===== src/source/imem_pkg.sv =====
/*
  Shared widths, depths and types of the instruction fetch controller.
  Queue depths must be powers of two because the pointers wrap on overflow.
  PARCEL_ALMOST_FULL leaves room for two queued PCs and one read in flight.
*/

package imem_pkg;

  //////////////////////////////
  // Widths

  localparam int ADDR_W    = 32;
  localparam int WORD_W    = 32;
  localparam int HALF_BITS = 16;                  // One compressed parcel
  localparam int HALVES    = WORD_W / HALF_BITS;

  //////////////////////////////
  // Attribute regions

  localparam int PMA_CNT = 4;

  //////////////////////////////
  // Queue sizing

  localparam int PC_QUEUE_DEPTH = 2;
  localparam int PC_PTR_W       = $clog2(PC_QUEUE_DEPTH);
  localparam int PC_CNT_W       = $clog2(PC_QUEUE_DEPTH + 1);

  localparam int PARCEL_QUEUE_DEPTH = 8;
  localparam int PQ_PTR_W           = $clog2(PARCEL_QUEUE_DEPTH);
  localparam int PQ_CNT_W           = $clog2(PARCEL_QUEUE_DEPTH + 1);

  // Fill level where new PCs are refused
  localparam int PARCEL_ALMOST_FULL = 5;
  // Fill level where no new bus read may start
  localparam int PARCEL_ROOM_LIMIT  = PARCEL_ALMOST_FULL + 2;

  //////////////////////////////
  // Types

  typedef logic [ADDR_W-1:0] addr_t;
  typedef logic [WORD_W-1:0] word_t;
  typedef logic [HALVES-1:0] parcel_valid_t;   // One flag per half

  // Valid patterns of a parcel queue entry
  localparam parcel_valid_t VALID_BOTH = 2'b11;
  localparam parcel_valid_t VALID_LOW  = 2'b01;   // PC on upper half of a word

  // Fetch sequencer
  typedef enum logic [1:0] {
    IDLE,    // Waiting for a PC at the queue head
    BUS,     // Wishbone read in progress
    DRAIN    // Read flushed, waiting for the slave to finish
  } fetch_state_e;

endpackage


===== src/source/imem_pc_queue.sv =====
/*
  Two-entry queue of fetch addresses from the CPU.
  A PC pushed together with a flush is kept as the new head.
  The caller must not push while full_o is high.
*/

`timescale 1ns/100ps

module imem_pc_queue import imem_pkg::*; (
  input  logic  clk_i,
  input  logic  rst_i,
  input  logic  flush_i,
  input  logic  push_i,
  input  addr_t pc_i,
  input  logic  pop_i,
  output logic  head_valid_o,
  output addr_t head_pc_o,
  output logic  full_o
);

  addr_t               pc_mem [PC_QUEUE_DEPTH];
  logic [PC_PTR_W-1:0] wr_ptr;
  logic [PC_PTR_W-1:0] rd_ptr;
  logic [PC_PTR_W-1:0] wr_sel;
  logic [PC_CNT_W-1:0] count;
  logic                do_pop;

  assign head_valid_o = (count != '0);
  assign full_o       = (count == PC_CNT_W'(PC_QUEUE_DEPTH));
  assign head_pc_o    = pc_mem[rd_ptr];
  assign do_pop       = pop_i && head_valid_o;
  assign wr_sel       = flush_i ? '0 : wr_ptr;   // Flush restarts at slot 0

  always_ff @(posedge clk_i) begin
    if (rst_i) begin
      wr_ptr <= '0;
      rd_ptr <= '0;
      count  <= '0;
    end else if (flush_i) begin
      rd_ptr <= '0;
      wr_ptr <= push_i ? PC_PTR_W'(1) : '0;
      count  <= push_i ? PC_CNT_W'(1) : '0;
    end else begin
      if (push_i) wr_ptr <= wr_ptr + 1'b1;
      if (do_pop) rd_ptr <= rd_ptr + 1'b1;
      case ({push_i, do_pop})
        2'b10:   count <= count + 1'b1;
        2'b01:   count <= count - 1'b1;
        default: count <= count;
      endcase
    end
  end

  always_ff @(posedge clk_i) begin
    if (push_i) pc_mem[wr_sel] <= pc_i;
  end

  // The top level must hold off the CPU before this queue overflows
  a_no_push_full: assert property (@(posedge clk_i) disable iff (rst_i)
    push_i && !flush_i |-> !full_o)
    else $error("PC queue push while full");

endmodule


===== src/source/imem_pma_check.sv =====
/*
  Executable check of a fetch address against the attribute regions.
  Limits are exclusive and expected in ascending order; the lowest
  matching region wins. An address above every limit is a fault.
*/

`timescale 1ns/100ps

module imem_pma_check import imem_pkg::*; (
  input  addr_t               pc_i,
  input  addr_t [PMA_CNT-1:0] pma_limit_i,
  input  logic  [PMA_CNT-1:0] pma_exec_i,
  output logic                fault_o
);

  logic [PMA_CNT-1:0] below;   // PC under each region limit
  logic [PMA_CNT-1:0] first;   // One-hot first matching region
  logic               hit;
  logic               exec;

  //////////////////////////////
  // Per-region compare

  always_comb begin
    for (int i = 0; i < PMA_CNT; i++) begin
      below[i] = (pc_i < pma_limit_i[i]);
    end
  end

  //////////////////////////////
  // Priority pick

  always_comb begin : pick
    logic taken;
    taken = 1'b0;
    for (int i = 0; i < PMA_CNT; i++) begin
      first[i] = below[i] && !taken;   // Only the lowest region survives
      taken    = taken || below[i];
    end
  end

  assign hit  = |below;
  assign exec = |(first & pma_exec_i);

  // Unmapped or non-executable
  assign fault_o = !hit || !exec;

endmodule


===== src/source/imem_wb_fetch.sv =====
/*
  Fetch sequencer between the PC queue and the parcel queue.
  Misaligned and PMA-faulting PCs are answered without a bus cycle.
  One Wishbone classic read at a time; a flushed read runs to its end
  on the bus and its data is dropped.
*/

`timescale 1ns/100ps

module imem_wb_fetch import imem_pkg::*; (
  input  logic          clk_i,
  input  logic          rst_i,
  input  logic          flush_i,
  input  logic          head_valid_i,
  input  addr_t         head_pc_i,
  input  logic          pma_fault_i,
  input  logic          room_i,
  output logic          pop_o,
  output logic          wb_cyc_o,
  output logic          wb_stb_o,
  output addr_t         wb_adr_o,
  input  word_t         wb_dat_i,
  input  logic          wb_ack_i,
  input  logic          wb_err_i,
  output logic          push_o,
  output addr_t         entry_pc_o,
  output word_t         entry_parcel_o,
  output parcel_valid_t entry_valid_o,
  output logic          entry_err_o,
  output logic          entry_misaligned_o
);

  fetch_state_e state;
  addr_t        adr_q;
  logic         misaligned;
  logic         fault;
  logic         bus_done;
  logic         good_read;
  logic         fault_push;
  logic         bus_push;

  assign misaligned = head_pc_i[0];              // Halfword check
  assign fault      = misaligned || pma_fault_i;
  assign bus_done   = wb_ack_i || wb_err_i;
  assign good_read  = (state == BUS) && wb_ack_i && !wb_err_i;

  //////////////////////////////
  // Queue handshakes

  assign fault_push = (state == IDLE) && head_valid_i && fault && !flush_i;
  assign bus_push   = (state == BUS) && bus_done && !flush_i;
  assign push_o     = fault_push || bus_push;
  assign pop_o      = push_o;                    // Head leaves with its entry

  //////////////////////////////
  // Entry contents

  assign entry_pc_o = head_pc_i;
  // Upper half of the word moves down for a PC on bit 1
  assign entry_parcel_o = good_read ? (head_pc_i[1] ? wb_dat_i >> HALF_BITS : wb_dat_i) : '0;
  assign entry_valid_o  = (good_read && head_pc_i[1]) ? VALID_LOW : VALID_BOTH;
  // Misalignment is reported ahead of a region fault
  assign entry_err_o        = (state == IDLE) ? (pma_fault_i && !misaligned) : wb_err_i;
  assign entry_misaligned_o = (state == IDLE) && misaligned;

  //////////////////////////////
  // Sequencer

  always_ff @(posedge clk_i) begin
    if (rst_i) begin
      state <= IDLE;
    end else begin
      case (state)
        IDLE: begin
          if (head_valid_i && !fault && room_i && !flush_i) state <= BUS;
        end
        BUS: begin
          if (bus_done) state <= IDLE;
          else if (flush_i) state <= DRAIN;
        end
        DRAIN: begin
          if (bus_done) state <= IDLE;
        end
        default: state <= IDLE;
      endcase
    end
  end

  // Word address, frozen once the read starts
  always_ff @(posedge clk_i) begin
    if (state == IDLE) adr_q <= {head_pc_i[ADDR_W-1:2], 2'b00};
  end

  assign wb_cyc_o = (state != IDLE);
  assign wb_stb_o = (state != IDLE);
  assign wb_adr_o = adr_q;

  // The PC queue head must stay put while its read is on the bus
  a_adr_head: assert property (@(posedge clk_i) disable iff (rst_i)
    state == BUS |-> wb_adr_o == {head_pc_i[ADDR_W-1:2], 2'b00})
    else $error("Wishbone address does not match the head PC");

  a_ack_in_cycle: assert property (@(posedge clk_i) disable iff (rst_i)
    bus_done |-> wb_cyc_o)
    else $error("Wishbone ack or err outside a cycle");

endmodule


===== src/source/imem_parcel_queue.sv =====
/*
  Eight-entry queue of fetched parcels toward the CPU.
  valid_o reads zero while empty and a pop on an empty queue is ignored.
  almost_full_o throttles new PCs, room_o throttles new bus reads.
*/

`timescale 1ns/100ps

module imem_parcel_queue import imem_pkg::*; (
  input  logic          clk_i,
  input  logic          rst_i,
  input  logic          flush_i,
  input  logic          push_i,
  input  addr_t         pc_i,
  input  word_t         parcel_i,
  input  parcel_valid_t valid_i,
  input  logic          err_i,
  input  logic          misaligned_i,
  input  logic          pop_i,
  output addr_t         pc_o,
  output word_t         parcel_o,
  output parcel_valid_t valid_o,
  output logic          err_o,
  output logic          misaligned_o,
  output logic          almost_full_o,
  output logic          room_o
);

  addr_t               pc_mem     [PARCEL_QUEUE_DEPTH];
  word_t               parcel_mem [PARCEL_QUEUE_DEPTH];
  parcel_valid_t       valid_mem  [PARCEL_QUEUE_DEPTH];
  logic                err_mem    [PARCEL_QUEUE_DEPTH];
  logic                mis_mem    [PARCEL_QUEUE_DEPTH];
  logic [PQ_PTR_W-1:0] wr_ptr;
  logic [PQ_PTR_W-1:0] rd_ptr;
  logic [PQ_CNT_W-1:0] count;
  logic                empty;
  logic                full;
  logic                do_pop;

  assign empty  = (count == '0);
  assign full   = (count == PQ_CNT_W'(PARCEL_QUEUE_DEPTH));
  assign do_pop = pop_i && !empty;

  //////////////////////////////
  // Pointers and fill level

  always_ff @(posedge clk_i) begin
    if (rst_i || flush_i) begin
      wr_ptr <= '0;
      rd_ptr <= '0;
      count  <= '0;
    end else begin
      if (push_i) wr_ptr <= wr_ptr + 1'b1;
      if (do_pop) rd_ptr <= rd_ptr + 1'b1;
      case ({push_i, do_pop})
        2'b10:   count <= count + 1'b1;
        2'b01:   count <= count - 1'b1;
        default: count <= count;
      endcase
    end
  end

  // Entry storage
  always_ff @(posedge clk_i) begin
    if (push_i) begin
      pc_mem[wr_ptr]     <= pc_i;
      parcel_mem[wr_ptr] <= parcel_i;
      valid_mem[wr_ptr]  <= valid_i;
      err_mem[wr_ptr]    <= err_i;
      mis_mem[wr_ptr]    <= misaligned_i;
    end
  end

  //////////////////////////////
  // Head and status

  assign pc_o          = pc_mem[rd_ptr];
  assign parcel_o      = parcel_mem[rd_ptr];
  assign valid_o       = empty ? '0 : valid_mem[rd_ptr];
  assign err_o         = err_mem[rd_ptr];
  assign misaligned_o  = mis_mem[rd_ptr];
  assign almost_full_o = (count >= PQ_CNT_W'(PARCEL_ALMOST_FULL));
  assign room_o        = (count < PQ_CNT_W'(PARCEL_ROOM_LIMIT));

  // The PC throttle and room limit together must keep this from overflowing
  a_no_push_full: assert property (@(posedge clk_i) disable iff (rst_i)
    push_i && !flush_i |-> !full)
    else $error("Parcel queue push while full");

endmodule


===== src/source/imem_ctrl.sv =====
/*
  Instruction fetch controller with a Wishbone classic master port.
  Chain is PC queue, alignment and PMA checks, bus fetch, parcel queue.
  Read only, word aligned, one outstanding read.
*/

`timescale 1ns/100ps

module imem_ctrl import imem_pkg::*; (
  input  logic                clk_i,
  input  logic                rst_i,
  input  addr_t               nxt_pc_i,
  input  logic                nxt_pc_valid_i,
  output logic                stall_nxt_pc_o,
  input  logic                stall_i,
  input  logic                flush_i,
  input  addr_t [PMA_CNT-1:0] pma_limit_i,
  input  logic  [PMA_CNT-1:0] pma_exec_i,
  output addr_t               parcel_pc_o,
  output word_t               parcel_o,
  output parcel_valid_t       parcel_valid_o,
  output logic                err_o,
  output logic                misaligned_o,
  output logic                wb_cyc_o,
  output logic                wb_stb_o,
  output addr_t               wb_adr_o,
  input  word_t               wb_dat_i,
  input  logic                wb_ack_i,
  input  logic                wb_err_i
);

  logic          pc_push;
  logic          pc_pop;
  logic          pc_full;
  logic          head_valid;
  addr_t         head_pc;
  logic          pma_fault;
  logic          pq_push;
  logic          pq_pop;
  logic          pq_almost_full;
  logic          pq_room;
  addr_t         entry_pc;
  word_t         entry_parcel;
  parcel_valid_t entry_valid;
  logic          entry_err;
  logic          entry_misaligned;

  //////////////////////////////
  // Accept and consume

  assign stall_nxt_pc_o = pc_full || pq_almost_full;
  assign pc_push        = nxt_pc_valid_i && !stall_nxt_pc_o;
  assign pq_pop         = (|parcel_valid_o) && !stall_i;   // CPU takes the head

  imem_pc_queue pc_queue_inst (
    .clk_i        (clk_i),
    .rst_i        (rst_i),
    .flush_i      (flush_i),
    .push_i       (pc_push),
    .pc_i         (nxt_pc_i),
    .pop_i        (pc_pop),
    .head_valid_o (head_valid),
    .head_pc_o    (head_pc),
    .full_o       (pc_full)
  );

  imem_pma_check pma_check_inst (
    .pc_i        (head_pc),
    .pma_limit_i (pma_limit_i),
    .pma_exec_i  (pma_exec_i),
    .fault_o     (pma_fault)
  );

  imem_wb_fetch wb_fetch_inst (
    .clk_i              (clk_i),
    .rst_i              (rst_i),
    .flush_i            (flush_i),
    .head_valid_i       (head_valid),
    .head_pc_i          (head_pc),
    .pma_fault_i        (pma_fault),
    .room_i             (pq_room),
    .pop_o              (pc_pop),
    .wb_cyc_o           (wb_cyc_o),
    .wb_stb_o           (wb_stb_o),
    .wb_adr_o           (wb_adr_o),
    .wb_dat_i           (wb_dat_i),
    .wb_ack_i           (wb_ack_i),
    .wb_err_i           (wb_err_i),
    .push_o             (pq_push),
    .entry_pc_o         (entry_pc),
    .entry_parcel_o     (entry_parcel),
    .entry_valid_o      (entry_valid),
    .entry_err_o        (entry_err),
    .entry_misaligned_o (entry_misaligned)
  );

  imem_parcel_queue parcel_queue_inst (
    .clk_i         (clk_i),
    .rst_i         (rst_i),
    .flush_i       (flush_i),
    .push_i        (pq_push),
    .pc_i          (entry_pc),
    .parcel_i      (entry_parcel),
    .valid_i       (entry_valid),
    .err_i         (entry_err),
    .misaligned_i  (entry_misaligned),
    .pop_i         (pq_pop),
    .pc_o          (parcel_pc_o),
    .parcel_o      (parcel_o),
    .valid_o       (parcel_valid_o),
    .err_o         (err_o),
    .misaligned_o  (misaligned_o),
    .almost_full_o (pq_almost_full),
    .room_o        (pq_room)
  );

endmodule


===== config.mk =====
export PLATFORM = sky130hd
export DESIGN_NAME = imem_ctrl
export DESIGN_NICKNAME = d
export VERILOG_FILES = /design/src/source/imem_pkg.sv /design/src/source/imem_pc_queue.sv /design/src/source/imem_pma_check.sv /design/src/source/imem_wb_fetch.sv /design/src/source/imem_parcel_queue.sv /design/src/source/imem_ctrl.sv
export SDC_FILE = /design/constraint.sdc
export NUM_CORES = 1
export LEC_CHECK = 0
export BUFFER_PORTS_ARGS = -buffer_cell sky130_fd_sc_hd__buf_2
export CAP_MARGIN = 20
export CORE_MARGIN = 10
export CORE_UTILIZATION = 35
export CTS_BUF_LIST = sky130_fd_sc_hd__clkbuf_8
export DETAILED_ROUTE_END_ITERATION = 12
export GPL_ROUTABILITY_DRIVEN = 0
export SLEW_MARGIN = 20
export SYNTH_ARGS = -nofsm -noshare
export SYNTH_HDL_FRONTEND = slang
export SYNTH_HIERARCHICAL = 1
export SYNTH_SLANG_ARGS = --single-unit

===== constraint.sdc =====
create_clock -name clk_i -period 10.25 [get_ports clk_i]
set_input_delay 2.5625 -clock clk_i [delete_from_list [all_inputs] [get_ports clk_i]]
set_output_delay 2.5625 -clock clk_i [all_outputs]
set_load 0.01 [all_outputs]

Yosys cells after proc, flatten, opt, wreduce, memory -nomap -nowiden
Memory sizes are Yosys's and may differ from the RTL's. A register that Yosys moved wholly into a read port is not among the register bits.
Index checks and enable logic that the tools add are counted.
Widths: inputs -> output; s select.
{ "totals": {"out_inout_bits": 103, "mem_bits_ro": 0, "regBits": 46, "memories": 6, "latch_bits": 0, "mem_bits_rw": 608} }
{ "classes": {"n_reduce_logical": 52, "n_bitwise": 1, "eq_ne": 10, "magnitude_cmp": 6, "muxes": 33, "n_mul": 0, "addsub": 8, "shifts": 0, "n_div": 0} }
{ "memory_table": {"columns": ["name", "words", "width", "rd", "rd_ports_with_merged_regs", "wr", "line", "source"], "rows": [
  ["parcel_queue_inst.parcel_mem", 8, 32, 1, 1, 1, "imem_parcel_queue.sv:30", "word_t parcel_mem [PARCEL_QUEUE_DEPTH];"],
  ["parcel_queue_inst.pc_mem", 8, 32, 1, 1, 1, "imem_parcel_queue.sv:29", "addr_t pc_mem [PARCEL_QUEUE_DEPTH];"],
  ["pc_queue_inst.pc_mem", 2, 32, 1, 1, 1, "imem_pc_queue.sv:21", "addr_t pc_mem [PC_QUEUE_DEPTH];"],
  ["parcel_queue_inst.valid_mem", 8, 2, 1, 1, 1, "imem_parcel_queue.sv:31", "parcel_valid_t valid_mem [PARCEL_QUEUE_DEPTH];"],
  ["parcel_queue_inst.err_mem", 8, 1, 1, 1, 1, "imem_parcel_queue.sv:32", "logic err_mem [PARCEL_QUEUE_DEPTH];"],
  ["parcel_queue_inst.mis_mem", 8, 1, 1, 1, 1, "imem_parcel_queue.sv:33", "logic mis_mem [PARCEL_QUEUE_DEPTH];"]
]} }
{ "ops": {"columns": ["cell", "count"], "rows": [
  ["$lt 32x32->1", 4],
  ["$mux 32", 2],
  ["$mux 3", 10],
  ["$logic_and 1x1->1", 20],
  ["$mux 2", 7],
  ["$logic_not 1->1", 12],
  ["$mux 1", 11],
  ["$eq 2x2->1 const B", 4],
  ["$logic_or 1x1->1", 8],
  ["$pmux 4 s2", 1],
  ["$reduce_bool 2->1", 4],
  ["$reduce_or 4->1", 2],
  ["$add 3x1->3 const B", 2],
  ["$eq 2x1->1 const B", 3],
  ["$pmux 2 s3", 1],
  ["$add 4x1->4 const B", 1],
  ["$and 4x4->4", 1],
  ["$ge 4x3->1 const B", 1],
  ["$logic_not 4->1", 1],
  ["$lt 4x3->1 const B", 1],
  ["$pmux 2 s2", 1],
  ["$reduce_or 2->1", 2],
  ["$sub 4x1->4 const B", 1],
  ["$ne 3x2->1 const B", 1],
  ["8 further kinds", 9]
]} }

Longest topological paths before layout
{ "logic_depth": {"depth_word": 17, "ltp_mapped": 22, "mapped_depth_nobuf": 19} }

Hierarchy
The synthesis kept the hierarchy.
{ "by_module_without_submodules": {"columns": ["module", "area_each_um2", "cells_per_inst", "seq_area_each_um2", "n_inst"], "rows": [
  ["imem_parcel_queue", 21040.2, 866, 16595.9, 1],
  ["imem_pma_check", 3120.5, 436, 0.0, 1],
  ["imem_pc_queue", 2561.2, 127, 2021.9, 1],
  ["imem_wb_fetch", 1652.8, 129, 940.9, 1],
  ["imem_ctrl", 23.8, 3, 0.0, 1]
]} }

Worst setup path after synthesis
Ideal clock, no wire load.
{ "synth_path": {"path_type": "input -> register", "start": "in pma_limit_i[15] (netlist bit)", "end": "mem parcel_queue_inst.err_mem[0], enable pin", "setup_time_ps": 578, "stages": 13, "t_arrival_ps": 9801, "setup_slack_ps": -128, "n_path_buf": 1, "cell_sequence": "inv_1 -> ha_1 -> nand2_1 -> or4_1 -> o21ai_1 -> a31o_2 -> or4b_1 -> o221ai_1 -> o21ai_0 -> a211oi_1 -> buf_4 -> nand2b_1 -> nor3_1"} }
{ "synth_via": {"elab_chain_cells": 15, "word_cells_on_any_way": 21} }
{ "synth_rtl": {"columns": ["item", "line", "source"], "rows": [
  ["start, declared", "imem_ctrl.sv:17", "input addr_t [PMA_CNT-1:0] pma_limit_i,"],
  ["$lt 32x32->1 (*)", "imem_pma_check.sv:26", "below[i] = (pc_i < pma_limit_i[i]);"],
  ["$logic_or 1x1->1 (2 in series)", "imem_pma_check.sv:38", "taken = taken || below[i];"],
  ["$logic_not 1->1", "imem_pma_check.sv:37", "first[i] = below[i] && !taken;"],
  ["$logic_and 1x1->1", "imem_pma_check.sv:37", null],
  ["$and 4x4->4", "imem_pma_check.sv:43", "assign exec = |(first & pma_exec_i);"],
  ["$reduce_or 4->1", "imem_pma_check.sv:43", null],
  ["$logic_not 1->1", "imem_pma_check.sv:46", "assign fault_o = !hit || !exec;"],
  ["$logic_or 1x1->1 (*)", "imem_pma_check.sv:46", null],
  ["named net pma_fault", "imem_ctrl.sv:37", "logic pma_fault;"],
  ["$logic_or 1x1->1 (*)", "imem_wb_fetch.sv:43", "assign fault = misaligned || pma_fault_i;"],
  ["$logic_and 1x1->1 (*) (2 in series)", "imem_wb_fetch.sv:50", "assign fault_push = (state == IDLE) && head_valid_i && fault && !flush_i;"],
  ["$logic_or 1x1->1 (*)", "imem_wb_fetch.sv:52", "assign push_o = fault_push || bus_push;"],
  ["named net pc_pop", "imem_ctrl.sv:33", "logic pc_pop;"],
  ["$mux 1 (*)", "imem_parcel_queue.sv:66", "if (push_i) begin"],
  ["$mux 1 (implied by the code) (*)", "imem_parcel_queue.sv:70", "err_mem[wr_ptr] <= err_i;"],
  ["end, declared", "imem_parcel_queue.sv:32", null]
]} }
The timed path passes the listed nets; every way through them passes the cells marked *.

Worst setup path in the final report
{ "layout_path": {"start": "in pma_limit_i[41] (netlist bit)", "end": "mem parcel_queue_inst/parcel_mem[3][11] (netlist bit), enable pin"} }
{ "layout_via": {"elab_chain_cells": 15, "word_cells_on_any_way": 20} }
{ "layout_rtl": {"columns": ["item", "line", "source"], "rows": [
  ["$lt 32x32->1 (*)", "imem_pma_check.sv:26", null],
  ["$logic_or 1x1->1 (2 in series)", "imem_pma_check.sv:38", null],
  ["$logic_not 1->1", "imem_pma_check.sv:37", null],
  ["$logic_and 1x1->1", "imem_pma_check.sv:37", null],
  ["$and 4x4->4", "imem_pma_check.sv:43", null],
  ["$reduce_or 4->1", "imem_pma_check.sv:43", null],
  ["$logic_not 1->1", "imem_pma_check.sv:46", null],
  ["$logic_or 1x1->1 (*)", "imem_pma_check.sv:46", null],
  ["named net pma_fault", "imem_ctrl.sv:37", null],
  ["$logic_or 1x1->1 (*)", "imem_wb_fetch.sv:43", null],
  ["$logic_and 1x1->1 (*) (2 in series)", "imem_wb_fetch.sv:50", null],
  ["$logic_or 1x1->1 (*)", "imem_wb_fetch.sv:52", null],
  ["named net pc_pop", "imem_ctrl.sv:33", null],
  ["$mux 1 (*)", "imem_parcel_queue.sv:66", null],
  ["$mux 1 (implied by the code) (*)", "imem_parcel_queue.sv:68", "parcel_mem[wr_ptr] <= parcel_i;"],
  ["end, declared", "imem_parcel_queue.sv:30", null]
]} }
Marks and branches as above.

==> results.py <==
metrics = {
    "status": {
        "status": "complete, no violations",
    },
    "drt": {
        "drc": 0,
        "antenna_left": 0,
        "wire_per_inst_um": 23.11,
        "wirelength_um": 70630,
        "vias_per_cell": 4.942,
        "dr_total_vias": 15108,
        "drtIter0Drc": 821,
        "dr.pass1.iters": 5,
    },
    "timing": {
        "period_share_pct": 64.83,
        "setup_violations": 0,
        "finalSetupTns_ns": 0,
        "hold_viol_final": 0,
        "finalClockSkew_ns": 0.03311,
        "min_period_ns": 6.645,
        "rsz0062_at_grt": "no",
        "maxSlewHeadroom_pct": 25.36,
        "finalMaxSlewViolations": 0,
        "fmax_ghz": 0.1505,
        "tightestPinTransition_ns": 1.108,
    },
    "job": {
        "maxCapViolations": 0,
    },
    "worst_setup_path": {
        "path_cells": "buf_2 > inv_1 > ha_1 > a21o_1 > a211oi_2 > o211ai_1 > o21ai_0 > a31oi_1 > or4b_1 > o221ai_1 > o21ai_0 > a211oi_1 > buf_4 > nand2b_1 > nor2_4 > buf_12",
        "worstPathArrival_ns": 6.99,
        "endpoint": "parcel_queue_inst/parcel_mem[3][11]",
        "crit_type": "input port to register",
        "r2r_cells": 15,
        "cp.required_ns": 10.59,
        "worst-r2r-setup-slack_ns": 4.06,
        "worst_path_most_repeated_cell": "o21ai_0",
        "r2r-end": "parcel_queue_inst/parcel_mem[3][11]",
        "slowest_stage": "nor2_4",
        "cpPeakStageDelay_ns": 0.81,
        "path_max_fanout": 44,
        "worstSetupEndpointType": "register",
        "critPathLaunchType": "input port",
        "startpoint": "pma_limit_i[41]",
    },
    "layout": {
        "drive_above_1_share_pct": 35.82,
        "seqCellArea_um2": 19570,
        "finalNetCount": 2237,
        "fin_cells": 3057,
        "final_util_pct": 41.06,
        "n_fill_cell": 7260,
        "multi_input_area_um2": 7868,
        "area_delta_synth_final_pct": 16.26,
    },
    "clocking": {
        "clk_transition_reported_paths_ns": 0.06,
        "worstSkewPairLatency_ns": 0.70,
        "cts_hold_buf": 0,
        "cts_buffer_depth": 3,
        "cts-root-buf": "clkbuf_8",
        "postCtsSetupBuffers": 0,
        "postCtsResizedCells": 0,
        "cts_buffers": 108,
        "htreeDepth": 3,
        "cts_tree": "yes",
        "cts_sinks": 658,
    },
    "synthesis": {
        "ys_types": 70,
        "synth_area_um2": 28400,
        "yosys.area.top_type": "edfxtp_1",
        "synth_top_area_share_pct": 67.46,
        "synth_area_leaders": "edfxtp_1 (67%), mux4_2 (11%), ha_1 (5.7%)",
        "ys_ff_latch": 658,
        "synth-main-ff-cell": "edfxtp_1",
        "yosysWarningCount": 6,
        "synth-edff-count": 638,
        "synthCells": 1561,
        "avgSynthCellArea_um2": 18.19,
        "async_reset_ff_share_pct": 0,
        "synth-seq-area-share_pct": 68.87,
    },
    "die": {
        "die_w_um": 304.9,
        "start_util_pct": 35.31,
        "boundaryPins": 306,
        "die_area_um2": 92930,
        "num_rows": 104,
        "die_height_um": 304.9,
        "core_area_um2": 80420,
    },
    "place": {
        "hpwl_um": 45920,
        "port_buffers": 303,
        "dp_cells": 2855,
    },
    "grt": {
        "grt_pass1_wl_um": 105800,
        "antenna_found_initial": 6,
        "overflow": 0,
        "grt_max_degree": 95,
        "grt_util_all_layers_pct": 14.94,
        "grt_pass1_vias": 16750,
    },
    "power_and_ir_drop": {
        "peakVddDrop_mv": 0.08575,
        "p_leak_uw": 0.01225,
        "p_per_area_nw_per_um2": 165.3,
    },
    "hold_path": {
        "hp-class": "register to register",
    },
}
-- critical path: cells and delay by family --
family                   cells  cell delay (ns)
AO/OA/AOI/OAI                8             1.82
adder cells (fa/ha/maj)      1             0.30
buffers and inverters        4             0.70
AND/OR/NAND/NOR              3             1.58
-- per-stage QoR --
stage          instance area (um2)  worst slack (ns)  hold WS, ns  power (uW)
6_report                     33020             3.605       0.5296        5457
5_1_grt                      33020             3.411       0.5705        5698
4_1_cts                      33010             3.606       0.5268        5536
3_5_place_dp                 30970             2.879       0.5156        3358
3_3_place_gp                 30970             2.900       0.4758        3348
2_1_floorplan                28410             1.697       0.4544        3218
-- registers in the layout (all words and copies together), names as in the netlist, named ones only --
signal	flops
parcel_queue_inst/rd_ptr	3
pc_queue_inst/pc_mem	64
parcel_queue_inst/count	4
pc_queue_inst/count	2
parcel_queue_inst/valid_mem	16
pc_queue_inst/wr_ptr	1
parcel_queue_inst/pc_mem	256
parcel_queue_inst/err_mem	8
wb_fetch_inst/state	2
parcel_queue_inst/wr_ptr	3
wb_fetch_inst/wb_adr_o	30
parcel_queue_inst/mis_mem	8
parcel_queue_inst/parcel_mem	256
pc_queue_inst/rd_ptr	1
-- logic make-up (layout without fill, tap and decap cells) --
family / Yosys count / count (layout) / synth area share, %
other cells: 2 / 4 / 0.02645
buf+inv: 216 / 650 / 3.719
fa+ha+maj: 129 / 129 / 5.684
compound gates: 145 / 145 / 3.410
simple gates: 160 / 160 / 3.036
xor+xnor: 8 / 8 / 0.2467
mux: 243 / 243 / 15.01
flops: 658 / 658 / 68.87
-- cells in the mapped netlist (3+ instances only) --
| cell | count |
|---|---|
| mux4_2 | 136 |
| edfxtp_1 | 638 |
| inv_1 | 129 |
| a21o_1 | 19 |
| o21a_1 | 3 |
| or2_2 | 5 |
| a211o_1 | 3 |
| mux2i_1 | 8 |
| buf_6 | 8 |
| o211ai_1 | 3 |
| a31oi_1 | 5 |
| a22o_1 | 16 |
| buf_2 | 19 |
| and2_1 | 17 |
| o221ai_1 | 3 |
| buf_4 | 40 |
| nor2b_1 | 7 |
| clkbuf_1 | 18 |
| nand4_1 | 20 |
| a21oi_1 | 41 |
| nand2_1 | 26 |
| nand3_1 | 8 |
| xor2_1 | 6 |
| nor3b_1 | 3 |
| nor2_1 | 33 |
| nor3_1 | 12 |
| nand2b_1 | 9 |
| ha_1 | 129 |
| dfxtp_1 | 20 |
| and3_1 | 3 |
| o21ai_0 | 25 |
| nor4_1 | 3 |
| a211oi_1 | 7 |
| mux2_2 | 96 |
-- cells in the final DEF, fill, tap and decap left out, types with 3 or more instances in the layout --
| cell | netlist | routed |
|---|---|---|
| dfxtp_1 | 20 | 16 |
| nand3_1 | 8 | 8 |
| o21ai_0 | 25 | 25 |
| buf_4 | 40 | 11 |
| or2_2 | 5 | 5 |
| nand2_1 | 26 | 26 |
| o221ai_1 | 3 | 3 |
| nor2b_1 | 7 | 7 |
| a22o_1 | 16 | 16 |
| clkinv_2 | 0 | 14 |
| nor3_1 | 12 | 10 |
| xor2_1 | 6 | 6 |
| mux2_2 | 96 | 96 |
| a31oi_1 | 5 | 5 |
| nor3b_1 | 3 | 3 |
| dfxtp_4 | 0 | 3 |
| nor4_1 | 3 | 3 |
| conb_1 | 2 | 3 |
| o211ai_1 | 3 | 3 |
| nor2_1 | 33 | 27 |
| a211oi_1 | 7 | 7 |
| edfxtp_1 | 638 | 638 |
| a21oi_1 | 41 | 41 |
| clkinv_1 | 0 | 32 |
| nor2_4 | 0 | 6 |
| buf_2 | 19 | 303 |
| buf_12 | 0 | 6 |
| nand2b_1 | 9 | 9 |
| bufinv_16 | 0 | 5 |
| a211o_1 | 3 | 3 |
| a21o_1 | 19 | 19 |
| o21a_1 | 3 | 3 |
| clkbuf_8 | 0 | 110 |
| mux4_2 | 136 | 136 |
| ha_1 | 129 | 129 |
| and2_1 | 17 | 17 |
| mux2i_1 | 8 | 8 |
| nand4_1 | 20 | 20 |
| inv_1 | 129 | 162 |
-- cell type report --
class / count / share of cell area, %
flip-flops and latches: 658 / 59.28
multi-input cells: 688 / 23.83
repair buffers: 320 / 5.207
clock buffers: 110 / 4.585
well taps: 1060 / 4.017
clock inverters: 91 / 1.611
inverters: 129 / 1.467
diodes: 1 / 0.007579
-- routing by layer --
layer / global-route usage (%) / part of all wire (%)
met2: 25.34 / 50
met5: 0 / 0.016
met1: 18.58 / 42
met4: 3.649 / 1.9
met3: 4.246 / 6.6
-- how the worst min path moves through the flow --
| stage | start | end | slack [ns] | depth (start not counted) |
|---|---|---|---|---|
| final | parcel_queue_inst/rd_ptr[2] | parcel_queue_inst/rd_ptr[2] | 0.53 | 2 |
| after global routing | wb_fetch_inst/state[1] | wb_fetch_inst/state[0] | 0.57 | 1 |
| after CTS | parcel_queue_inst/count[3] | parcel_queue_inst/count[3] | 0.53 | 2 |
| after detailed placement | parcel_queue_inst/rd_ptr[2] | register | 0.52 | 2 |
| after global placement | wb_fetch_inst/state[1] | wb_fetch_inst/state[0] | 0.48 | 1 |
| after floorplan | wb_fetch_inst/state[1] | wb_fetch_inst/state[0] | 0.45 | 1 |
-- report_power, final --
part	leakage, uW	internal (uW)	total [uW]	switching, uW
Sequential	0.00619	2970	2980	9.20
Combinational	0.00488	123	315	192
Clock	0.00118	1130	2160	1030
Note: power is estimated with default switching activity, not from simulation.
